<file path="src/rtl/sdCardPkg.sv">
package sdCardPkg;

    // ======================================================================
    // Frame geometry
    // ======================================================================
    localparam int CMD_FRAME_BITS = 48;
    localparam int CRC7_WIDTH     = 7;
    localparam int ARG_WIDTH      = 32;
    localparam int IDX_WIDTH      = 6;

    // Start, transmission, index and argument bits covered by the CRC
    localparam int HEADER_BITS = CMD_FRAME_BITS - CRC7_WIDTH - 1;

    // Long response (CID)
    localparam int R2_BITS = 136;

    // Idle cycles between decoded command and first response bit
    localparam int RESP_GAP = 2;

    // ======================================================================
    // Command codes
    // ======================================================================
    // Upper bit is the application-command flag set by CMD55
    typedef enum logic [IDX_WIDTH:0] {
        CMD0   = {1'b0, 6'd0},
        CMD2   = {1'b0, 6'd2},
        CMD3   = {1'b0, 6'd3},
        CMD7   = {1'b0, 6'd7},
        CMD8   = {1'b0, 6'd8},
        CMD55  = {1'b0, 6'd55},
        ACMD6  = {1'b1, 6'd6},
        ACMD41 = {1'b1, 6'd41}
    } cmdCode_t;

    // R1 has a CRC over the header, R2 is the fixed CID, R3 has an all-ones CRC field
    typedef enum logic [1:0] {
        RESP_R1 = 2'd0,
        RESP_R2 = 2'd1,
        RESP_R3 = 2'd2
    } respKind_t;

    // ======================================================================
    // Fixed card values
    // ======================================================================
    localparam logic [15:0] CARD_RCA = 16'hAAAA;

    // Complete CMD2 response including its own CRC and end bit
    localparam logic [R2_BITS-1:0] CARD_CID =
        136'h3f0353445352313238808bb79d66014677;

    // Powered up, high capacity, full voltage window
    localparam logic [ARG_WIDTH-1:0] OCR_READY = 32'hC1FF8080;

    // Ready for data in the transfer state
    localparam logic [ARG_WIDTH-1:0] CARD_STATUS_R1 = 32'h00000900;

endpackage
</file>
<file path="src/rtl/sdCardTop.sv">
`timescale 1ns/1ps

module sdCardTop (
    input  logic sd_clk,
    input  logic reset,
    input  logic cmdIn,
    output logic cmdOut,
    output logic cmdOutEn,
    output logic cmdError
);
    import sdCardPkg::*;

    logic                   frameValid;
    logic                   frameOk;
    logic [IDX_WIDTH-1:0]   frameIndex;
    logic [ARG_WIDTH-1:0]   frameArg;
    logic [15:0]            rca;
    logic                   appCmd;
    logic                   respStart;
    respKind_t              respKind;
    logic [HEADER_BITS-1:0] respHeader;
    logic                   setRca;
    logic                   clearRca;
    logic                   setApp;
    logic                   clearApp;
    logic                   respBusy;

    sdCmdReceiver i_receiver (
        .sd_clk     (sd_clk),
        .reset      (reset),
        .cmdIn      (cmdIn),
        .respBusy   (respBusy),
        .frameValid (frameValid),
        .frameOk    (frameOk),
        .frameIndex (frameIndex),
        .frameArg   (frameArg)
    );

    sdCardState i_state (
        .sd_clk   (sd_clk),
        .reset    (reset),
        .setRca   (setRca),
        .clearRca (clearRca),
        .setApp   (setApp),
        .clearApp (clearApp),
        .rca      (rca),
        .appCmd   (appCmd)
    );

    sdCmdDecoder i_decoder (
        .sd_clk     (sd_clk),
        .reset      (reset),
        .frameValid (frameValid),
        .frameOk    (frameOk),
        .frameIndex (frameIndex),
        .frameArg   (frameArg),
        .rca        (rca),
        .appCmd     (appCmd),
        .respStart  (respStart),
        .respKind   (respKind),
        .respHeader (respHeader),
        .setRca     (setRca),
        .clearRca   (clearRca),
        .setApp     (setApp),
        .clearApp   (clearApp),
        .cmdError   (cmdError)
    );

    sdRespTransmitter i_transmitter (
        .sd_clk     (sd_clk),
        .reset      (reset),
        .respStart  (respStart),
        .respKind   (respKind),
        .respHeader (respHeader),
        .cmdOut     (cmdOut),
        .cmdOutEn   (cmdOutEn),
        .respBusy   (respBusy)
    );

endmodule

</file>
<file path="src/rtl/sdRespTransmitter.sv">
`timescale 1ns/1ps

module sdRespTransmitter (
    input  logic                              sd_clk,
    input  logic                              reset,
    input  logic                              respStart,
    input  sdCardPkg::respKind_t              respKind,
    input  logic [sdCardPkg::HEADER_BITS-1:0] respHeader,
    output logic                              cmdOut,
    output logic                              cmdOutEn,
    output logic                              respBusy
);
    import sdCardPkg::*;

    localparam int GAP_W = $clog2(RESP_GAP + 1);

    logic                  waiting;
    logic [GAP_W-1:0]      gapCnt;
    logic [7:0]            bitCount;
    logic [7:0]            lastCount;
    logic [R2_BITS-1:0]    txBits;
    respKind_t             kindReg;
    logic                  startShift;
    logic                  loadBit;
    logic                  useCrc;
    logic                  outBit;
    logic [CRC7_WIDTH-1:0] crc;

    assign startShift = waiting && (gapCnt == GAP_W'(1));
    assign lastCount  = (kindReg == RESP_R2) ? 8'(R2_BITS) : 8'(CMD_FRAME_BITS);
    assign loadBit    = startShift || (cmdOutEn && (bitCount != lastCount));
    // R1 swaps in the computed CRC right after the header
    assign useCrc     = (kindReg == RESP_R1) && (bitCount == 8'(HEADER_BITS));
    assign outBit     = useCrc ? crc[CRC7_WIDTH-1] : txBits[R2_BITS-1];
    assign respBusy   = waiting || cmdOutEn;

    sdCrc7 i_crc (
        .sd_clk  (sd_clk),
        .reset   (reset),
        .clear   (respStart),
        .enable  (loadBit && (bitCount < 8'(HEADER_BITS))),
        .dataBit (txBits[R2_BITS-1]),
        .crc     (crc)
    );

    // ======================================================================
    // Gap counter and bit sequencing
    // ======================================================================
    always_ff @(posedge sd_clk) begin
        if (reset) begin
            waiting  <= 1'b0;
            gapCnt   <= '0;
            bitCount <= '0;
            cmdOutEn <= 1'b0;
            cmdOut   <= 1'b1;
        end else begin
            if (respStart) begin
                waiting  <= 1'b1;
                gapCnt   <= GAP_W'(RESP_GAP - 1);
                bitCount <= '0;
            end else if (startShift) begin
                waiting <= 1'b0;
            end else if (waiting) begin
                gapCnt <= gapCnt - 1'b1;
            end
            if (loadBit) begin
                cmdOut   <= outBit;
                cmdOutEn <= 1'b1;
                bitCount <= bitCount + 8'd1;
            end else if (cmdOutEn) begin
                // Release the line, it idles high
                cmdOutEn <= 1'b0;
                cmdOut   <= 1'b1;
            end
        end
    end

    always_ff @(posedge sd_clk) begin
        if (respStart) begin
            kindReg <= respKind;
            if (respKind == RESP_R2) begin
                txBits <= CARD_CID;
            end else begin
                txBits <= {respHeader, {CRC7_WIDTH{1'b1}}, 1'b1,
                           {(R2_BITS - CMD_FRAME_BITS){1'b0}}};
            end
        end else if (loadBit) begin
            if (useCrc) begin
                txBits <= {crc[CRC7_WIDTH-2:0], 1'b1, {(R2_BITS - CRC7_WIDTH){1'b0}}};
            end else begin
                txBits <= txBits << 1;
            end
        end
    end

    // Receiver stays blocked while busy, so no command can be decoded now
    assert property (@(posedge sd_clk) disable iff (reset) respStart |-> !respBusy);

endmodule

</file>
<file path="src/rtl/sdCmdDecoder.sv">
`timescale 1ns/1ps

module sdCmdDecoder (
    input  logic                             sd_clk,
    input  logic                             reset,
    input  logic                             frameValid,
    input  logic                             frameOk,
    input  logic [sdCardPkg::IDX_WIDTH-1:0]  frameIndex,
    input  logic [sdCardPkg::ARG_WIDTH-1:0]  frameArg,
    input  logic [15:0]                      rca,
    input  logic                             appCmd,
    output logic                             respStart,
    output sdCardPkg::respKind_t             respKind,
    output logic [sdCardPkg::HEADER_BITS-1:0] respHeader,
    output logic                             setRca,
    output logic                             clearRca,
    output logic                             setApp,
    output logic                             clearApp,
    output logic                             cmdError
);
    import sdCardPkg::*;

    cmdCode_t             code;
    logic                 rcaMatch;
    logic                 accept;
    logic                 respond;
    logic                 rcaSet;
    logic                 rcaClear;
    logic                 appSet;
    respKind_t            kindNext;
    logic [IDX_WIDTH-1:0] idxNext;
    logic [ARG_WIDTH-1:0] argNext;

    assign rcaMatch = (frameArg[31:16] == rca);

    // ======================================================================
    // Command rules
    // ======================================================================
    always_comb begin
        code     = cmdCode_t'({appCmd, frameIndex});
        accept   = 1'b1;
        respond  = 1'b1;
        rcaSet   = 1'b0;
        rcaClear = 1'b0;
        appSet   = 1'b0;
        kindNext = RESP_R1;
        argNext  = CARD_STATUS_R1;
        case (code)
            CMD0: begin
                respond  = 1'b0;
                rcaClear = 1'b1;
            end
            CMD2:  kindNext = RESP_R2;
            CMD3: begin
                argNext = {CARD_RCA, 16'h0000};
                rcaSet  = 1'b1;
            end
            CMD7:  accept = rcaMatch;
            CMD8:  argNext = frameArg;
            CMD55: begin
                accept = rcaMatch;
                appSet = 1'b1;
            end
            ACMD6: kindNext = RESP_R1;
            ACMD41: begin
                kindNext = RESP_R3;
                argNext  = OCR_READY;
            end
            default: accept = 1'b0;
        endcase
        if (!frameOk) begin
            accept = 1'b0;
        end
        // R3 carries the reserved index
        idxNext = (code == ACMD41) ? 6'h3F : frameIndex;
    end

    always_ff @(posedge sd_clk) begin
        if (reset) begin
            respStart <= 1'b0;
            cmdError  <= 1'b0;
            setRca    <= 1'b0;
            clearRca  <= 1'b0;
            setApp    <= 1'b0;
            clearApp  <= 1'b0;
        end else begin
            respStart <= frameValid && accept && respond;
            cmdError  <= frameValid && !accept;
            setRca    <= frameValid && accept && rcaSet;
            clearRca  <= frameValid && accept && rcaClear;
            setApp    <= frameValid && accept && appSet;
            clearApp  <= frameValid && !(accept && appSet);
        end
    end

    always_ff @(posedge sd_clk) begin
        if (frameValid) begin
            respKind   <= kindNext;
            respHeader <= {2'b00, idxNext, argNext};
        end
    end

endmodule

</file>
<file path="src/rtl/sdCardState.sv">
`timescale 1ns/1ps

module sdCardState (
    input  logic        sd_clk,
    input  logic        reset,
    input  logic        setRca,
    input  logic        clearRca,
    input  logic        setApp,
    input  logic        clearApp,
    output logic [15:0] rca,
    output logic        appCmd
);
    import sdCardPkg::*;

    // Relative card address published by CMD3 and dropped by CMD0
    always_ff @(posedge sd_clk) begin
        if (reset) begin
            rca <= '0;
        end else if (clearRca) begin
            rca <= '0;
        end else if (setRca) begin
            rca <= CARD_RCA;
        end
    end

    // CMD55 prefix valid for the next frame only
    always_ff @(posedge sd_clk) begin
        if (reset) begin
            appCmd <= 1'b0;
        end else if (setApp) begin
            appCmd <= 1'b1;
        end else if (clearApp) begin
            appCmd <= 1'b0;
        end
    end

    // The decoder issues at most one RCA action per frame
    assert property (@(posedge sd_clk) disable iff (reset) !(setRca && clearRca));

endmodule

</file>
<file path="src/rtl/sdCmdReceiver.sv">
`timescale 1ns/1ps

module sdCmdReceiver (
    input  logic                            sd_clk,
    input  logic                            reset,
    input  logic                            cmdIn,
    input  logic                            respBusy,
    output logic                            frameValid,
    output logic                            frameOk,
    output logic [sdCardPkg::IDX_WIDTH-1:0] frameIndex,
    output logic [sdCardPkg::ARG_WIDTH-1:0] frameArg
);
    import sdCardPkg::*;

    logic                      active;
    logic [5:0]                bitCount;
    logic [CMD_FRAME_BITS-2:0] shiftReg;
    logic [CMD_FRAME_BITS-1:0] frameBits;
    logic                      startBit;
    logic                      lastBit;
    logic                      crcClear;
    logic                      crcEnable;
    logic [CRC7_WIDTH-1:0]     crc;

    // Line idles high, a low sample starts a frame unless we are answering
    assign startBit = !active && !respBusy && !cmdIn;
    assign lastBit  = active && (bitCount == 6'(CMD_FRAME_BITS - 1));

    // Bit 0 of the frame ends up in the MSB
    assign frameBits = {shiftReg, cmdIn};

    // ======================================================================
    // Frame CRC, fed with bits 0 to 39
    // ======================================================================
    assign crcClear  = !active && !startBit;
    assign crcEnable = startBit || (active && (bitCount < 6'(HEADER_BITS)));

    sdCrc7 i_crc (
        .sd_clk  (sd_clk),
        .reset   (reset),
        .clear   (crcClear),
        .enable  (crcEnable),
        .dataBit (cmdIn),
        .crc     (crc)
    );

    // ======================================================================
    // Bit counter and frame assembly
    // ======================================================================
    always_ff @(posedge sd_clk) begin
        if (reset) begin
            active     <= 1'b0;
            bitCount   <= '0;
            frameValid <= 1'b0;
        end else begin
            frameValid <= lastBit;
            if (startBit) begin
                active   <= 1'b1;
                bitCount <= 6'd1;
            end else if (lastBit) begin
                active <= 1'b0;
            end else if (active) begin
                bitCount <= bitCount + 6'd1;
            end
        end
    end

    always_ff @(posedge sd_clk) begin
        if (startBit || active) begin
            shiftReg <= frameBits[CMD_FRAME_BITS-2:0];
        end
        if (lastBit) begin
            // Transmission bit, CRC field and end bit
            frameOk    <= frameBits[46] && (frameBits[7:1] == crc) && frameBits[0];
            frameIndex <= frameBits[45:40];
            frameArg   <= frameBits[39:8];
        end
    end

    // Frames are at least 48 cycles apart
    assert property (@(posedge sd_clk) disable iff (reset) frameValid |=> !frameValid);

endmodule

</file>
<file path="src/rtl/sdCrc7.sv">
`timescale 1ns/1ps

module sdCrc7 (
    input  logic                             sd_clk,
    input  logic                             reset,
    input  logic                             clear,
    input  logic                             enable,
    input  logic                             dataBit,
    output logic [sdCardPkg::CRC7_WIDTH-1:0] crc
);
    import sdCardPkg::*;

    logic feedback;

    // Polynomial x^7 + x^3 + 1
    assign feedback = dataBit ^ crc[CRC7_WIDTH-1];

    always_ff @(posedge sd_clk) begin
        if (reset || clear) begin
            crc <= '0;
        end else if (enable) begin
            crc <= {crc[5:3], crc[2] ^ feedback, crc[1:0], feedback};
        end
    end

endmodule

</file>
<file path="config.mk">
export PLATFORM = sky130hd
export DESIGN_NAME = sdCardTop
export DESIGN_NICKNAME = d
export VERILOG_FILES = /design/src/rtl/sdCardPkg.sv /design/src/rtl/sdCardTop.sv /design/src/rtl/sdRespTransmitter.sv /design/src/rtl/sdCmdDecoder.sv /design/src/rtl/sdCardState.sv /design/src/rtl/sdCmdReceiver.sv /design/src/rtl/sdCrc7.sv
export SDC_FILE = /design/constraint.sdc
export NUM_CORES = 1
export LEC_CHECK = 0
export CAP_MARGIN = 20
export CORE_AREA = 2 2 137 139
export CTS_BUF_LIST = sky130_fd_sc_hd__clkbuf_16
export DETAILED_ROUTE_END_ITERATION = 6
export DIE_AREA = 0 0 139 141
export DONT_BUFFER_PORTS = 1
export PLACE_DENSITY = 0.85
export SYNTH_ARGS = -nofsm -noshare
export SYNTH_HDL_FRONTEND = slang
export SYNTH_SLANG_ARGS = --single-unit
</file>
<file path="constraint.sdc">
create_clock -name sd_clk -period 5.79 [get_ports sd_clk]
set_input_delay 1.158 -clock sd_clk [delete_from_list [all_inputs] [get_ports sd_clk]]
set_output_delay 1.158 -clock sd_clk [all_outputs]
set_load 0.01 [all_outputs]
</file>
== After elaboration in Yosys (flattened, before gate mapping) ==
Index checks and enable logic that the tools add are counted.

* Word-level logic and storage cells: 137
* Register bits after elaboration: 306

* Bitwise operators: 6
* Reduce and logical (&&, ||, !) cells: 49
* $add $sub $neg: 3
* Equal/unequal tests: 17
* Multiplexer cells: 31
* Order comparisons: 2

{| class="wikitable"
|+ Operators by type and width
! operator !! number
|-
| 136-bit two-way mux || 3
|-
| 134-bit two-way mux || 1
|-
| 32-bit one-hot mux with 3 select lines || 1
|-
| 8-bit two-way mux || 3
|-
| 1-bit two-way mux || 21
|-
| 1-bit logical AND || 19
|-
| 16-bit equality test || 1
|-
| 7-bit by 2-bit equality test with 1-bit output, second input constant || 2
|-
| 7-bit equality test, second input constant || 2
|-
| 2-bit nonzero test || 7
|-
| 8-bit by 1-bit adder with 8-bit output, second input constant || 1
|-
| 8-bit by 6-bit equality test with 1-bit output, second input constant || 1
|-
| 8-bit by 6-bit < comparator with 1-bit output, second input constant || 1
|-
| 8-bit != test || 1
|-
| 2-bit AND reduction || 4
|-
| 2-bit OR reduction || 4
|-
| 7-bit by 3-bit equality test with 1-bit output, second input constant || 1
|-
| 7-bit by 4-bit equality test with 1-bit output, second input constant || 1
|-
| 7-bit by 6-bit equality test with 1-bit output, second input constant || 1
|-
| 7-bit equality test || 1
|-
| 7-bit zero test || 1
|-
| 6-bit by 1-bit adder with 6-bit output, second input constant || 1
|-
| 2-bit by 1-bit equality test with 1-bit output, second input constant || 3
|-
| 6-bit equality test, second input constant || 1
|-
| other kinds (12) || 26
|}

== Logic depth before layout (Yosys ltp) ==
* Depth after elaboration: 7
* Depth in mapped cells: 8
* Depth with buffers taken out: 7

== Modules after synthesis ==
Synthesis repeated with hierarchy kept, for this count alone.

* Cells, all modules: 825
* Area, all modules: 11940.2 µm²

{| class="wikitable"
|+ By module, submodules not included
! module !! times used !! cells an instance !! area an instance (µm²)
|-
| sdRespTransmitter || 1 || 445 || 6152.2
|-
| sdCmdReceiver || 1 || 143 || 3042.9
|-
| sdCmdDecoder || 1 || 158 || 2008.2
|-
| sdCrc7 || 2 || 28 || 276.5
|-
| sdCardState || 1 || 23 || 183.9
|}

== Least setup slack after synthesis ==
No wires, ideal clock.

* Path kind: reg2reg
* Start point: register i_transmitter.bitCount[0]
* End point: register i_transmitter.txBits[0] (enable)
* Data arrival time: 2844 ps
* Cell stages (with the launch flop): 7
* Period minus slack after synthesis: 3282 ps
* Path buffers: 0
* Setup slack: 2508 ps
* Data required time: 5352 ps
* Cells stage by stage: dfxtp_1 -> inv_1 -> ha_1 -> nor3b_1 -> and3_1 -> a21oi_2 -> or2_2

* Longest elaborated chain between the ends: 4

{| class="wikitable"
|+ Ends and longest elaborated chain
! what !! line !! text
|-
| start: declaration || sdRespTransmitter.sv:19 || <nowiki>logic [7:0] bitCount;</nowiki>
|-
| start signal: assignment || sdRespTransmitter.sv:69 || <nowiki>bitCount <= bitCount + 8'd1;</nowiki>
|-
| 8-bit != test || sdRespTransmitter.sv:31 || <nowiki>assign loadBit = startShift || (cmdOutEn && (bitCount != lastCount));</nowiki>
|-
| 1-bit logical AND || sdRespTransmitter.sv:31 ||
|-
| 1-bit logical OR || sdRespTransmitter.sv:31 ||
|-
| 2-bit nonzero test (no line) || - ||
|-
| end signal: assignment || sdRespTransmitter.sv:84 || <nowiki>txBits <= {respHeader, {CRC7_WIDTH{1'b1}}, 1'b1,</nowiki>
|-
| end signal: assignment || sdRespTransmitter.sv:89 || <nowiki>txBits <= {crc[CRC7_WIDTH-2:0], 1'b1, {(R2_BITS - CRC7_WIDTH){1'b0}}};</nowiki>
|-
| end signal: assignment || sdRespTransmitter.sv:91 || <nowiki>txBits <= txBits << 1;</nowiki>
|-
| end: declaration || sdRespTransmitter.sv:21 || <nowiki>logic [R2_BITS-1:0] txBits;</nowiki>
|}

No other way between the ends.
A chain may end at the register's enable or synchronous reset.

== Worst setup path after layout ==
* Start point: register i_transmitter.bitCount[1]
* End point: register i_transmitter.txBits[64] (enable)

Same word-level chain as after synthesis.

==> summary.txt <==
Outcome
  – Status: complete, no violations

Power
  – Internal: 3.58 mW
  – Leak: 4.69 nW
  – Net Sw Frac: 0.188
  – Clock power frac: 0.434
  – Combinational cell fraction of total power: 0.008
  – Peak VDD IR: 0.288 mV
  – Switching pwr: 0.829 mW
  – Reg power frac: 0.559
  – P per Cell Area: 347 nW/µm²
  – Total power: 4.41 mW

STA
  – Minimum clock period after layout: 3.24 ns
  – Worst slew margin: 0.278
  – RSZ-0062 raised after global routing: no
  – Slew Viols, Final: 0
  – Final count of negative-setup-slack endpoints: 0
  – Tcrit/Tclk final: 0.560
  – Setup total negative slack: 0 ns
  – Worst-margin pin slew: 1.08 ns
  – FMAX: 0.309 GHz
  – Final hold vios: 0
  – Clk_skew: 0.0169 ns

Worst setup path
  – Critical Path Start Type: flip-flop
  – CP Capture Type: flip-flop
  – Crit path max-delay family: simple AND/OR/NAND/NOR gates
  – Worst path cell trace: inv_1 -> ha_1 -> nor3b_1 -> and3_1 -> a21oi_2 -> or2_4 -> buf_4
  – CP Data Arrival Time: 3.39 ns
  – CP Buf/Inv Count: 2
  – WS Path Type: flip-flop to flip-flop
  – Slowest Stage Delay on Critical Path: 0.86 ns
  – Critical Path RT: 5.94 ns
  – Worst-path maximum fanout: 82
  – Slowest-stage cell, CP: buf_4

Route
  – DR WL met2: 9020 µm
  – Via density: 5.83
  – Drt pass-1 iters: 5
  – Total number of vias: 5900
  – 1st-iter DRT viols: 588
  – Met1 Routed Length: 8170 µm
  – Post-route DRC: 0
  – Highest routed layer: met4
  – Met3 routed WL: 727 µm
  – DRT antenna net count: 0
  – Routed wire per std cell: 18.3 µm
  – Post-Route WL: 18500 µm

Clocking
  – Postcts setup bufs: 0
  – Post_cts resized: 0
  – Worst-Skew Late Latency: 0.54 ns
  – H-Tree Depth: 1
  – TritonCTS clock tree: yes
  – Sink Count: 306
  – CTS clk-pin slew, worst paths: 0.06 ns
  – Clock Path Buffers: 3
  – CTS buffer count: 29
  – # hold bufs at CTS: 0
  – CTS Root Cell: clkbuf_16

Floorplan
  – Die X: 139 µm
  – IO Pins: 6
  – Core ar.: 18300 µm²
  – Die area: 19600 µm²
  – # rows: 50
  – Initial core utilization: 0.631
  – Die Y-Extent: 141 µm

GRT
  – Largest net degree at the start of global routing: 114
  – All-Layer GR Usage: 0.188
  – First-pass GRT wire length: 29900 µm
  – Vias in the first global route: 5896
  – Antenna violations before repair: 0
  – Grt ovf: 0

Placement
  – IO Port Bufs: 0
  – HPWL Detailed: 10700 µm
  – RePlAce Congestion: 0.864

Job
  – Max-cap violation count: 0

Final layout
  – P&R area growth vs syn: 10.1%
  – Most frequent cells in the layout: 263 x edfxtp_1, 69 x nor2_1, 64 x and2_1
  – # nets final: 763
  – Layout cell share with drive strength beyond 1: 0.0823
  – Most common cell after layout, fill and taps aside: edfxtp_1
  – Inserted Diodes: 0

Synthesis
  – Number of synthesized flops with an enable pin: 263
  – Synth Instances: 759
  – Seq/Total Area, Yosys: 0.760
  – Synth Cell Area: 11500 µm²
  – Syn nets: 766
  – Yosys warns: 0
  – Top_reg_cell synth: edfxtp_1
  – Yosys cell types: 49
  – Asr flop ratio synth: 0
  – Mean post-synth cell area: 15.2 µm²
  – #FFs+latches synth: 306

Hold path
  – Worst hold-check path type: flip-flop to flip-flop
==> cells by family after synthesis <==
| logic type | after synthesis | synth area share |
|---|---|---|
| buf+inv | 48 | 0.0184 |
| mux | 20 | 0.0175 |
| flops | 306 | 0.760 |
| simple gates | 235 | 0.106 |
| fa+ha+maj | 4 | 0.00434 |
| compound gates | 127 | 0.0793 |
| xor+xnor | 19 | 0.0144 |
==> power by group through the flow <==
stage	logic, mW	clock network, mW	registers [mW]
finish	0.0331	1.91	2.46
global route	0.0380	2.01	2.47
CTS	0.0336	1.94	2.46
detailed placement	0.0340	0	2.51
global placement	0.0314	0	2.51
floorplan	0.0281	0	2.50
==> layer usage <==
layer	up-vias	track usage
li1	2790	-
met1	2910	0.259
met2	152	0.309
met3	48	0.0296
met4	0	0.0750
met5	-	0
==> state kept, by name, indices dropped and copies added, names as in the netlist, 2 cells and up <==
register,count
i_transmitter.txBits,136
i_receiver.shiftReg,46
i_decoder.respHeader,38
i_receiver.frameArg,32
i_transmitter.bitCount,8
i_receiver.i_crc.crc,7
i_transmitter.i_crc.crc,7
i_receiver.bitCount,6
i_receiver.frameIndex,6
i_decoder.respKind,2
i_transmitter.gapCnt,2
i_transmitter.kindReg,2
==> worst reg2reg max path, stage by stage (launching register included) <==
cell     delay (ns)
dfxtp_1        0.39
inv_1          0.08
ha_1           0.18
nor3b_1        0.18
and3_1         0.22
a21oi_2        0.24
or2_4          0.64
buf_4          0.89
==> area by class of cell <==
type	instances	area, µm²
clock buffer	29	726
clock inverter	24	248
fill	1134	5580
inverter	9	33.8
multi-input combinational	405	2580
sequential	306	8760
tap	234	293
timing repair buffer	5	50.0
==> worst paths after layout <==
check,startpoint,depth (start not counted),end,slack [ns]
hold reg to reg,i_decoder.clearRca$_SDFF_PP0_,1,i_state.rca[1]$_SDFFE_PP0P_,0.40
setup / recovery,i_transmitter.bitCount[1]$_SDFFE_PP0P_,7,i_transmitter.txBits[64]$_SDFFCE_PP0P_,2.55
setup reg to reg,i_transmitter.bitCount[1]$_SDFFE_PP0P_,7,i_transmitter.txBits[64]$_SDFFCE_PP0P_,2.55
hold / removal,i_decoder.clearRca$_SDFF_PP0_,1,i_state.rca[1]$_SDFFE_PP0P_,0.40
==> cell usage after synthesis, types with 11 or more instances <==
cell type  instances  area share
dfxtp_1           43       0.075
a22o_1            23       0.017
xnor2_1           12      0.0091
a21oi_1           30       0.013
nand2_1           30      0.0098
mux2i_1           19       0.017
edfxtp_1         263        0.69
clkbuf_1          26      0.0085
nand3_1           11      0.0048
nor2_1            71       0.023
a21o_1            55       0.036
and2_1            64       0.035
==> metrics by stage <==
step                      area [µm²]  worst slack (ns)  std cells  hold WS [ns]   util
after floorplan                11500              2.51        759         0.376      -
after global placement         11700              2.69        958         0.385  0.640
after detailed placement       11700              2.55        958         0.396  0.640
after CTS                      12700              2.56       1011         0.403  0.693
after global routing           12700              2.34       1012         0.406  0.694
final                          12700              2.55       1012         0.399  0.694
No activity file was read; power rests on OpenSTA's default activity.
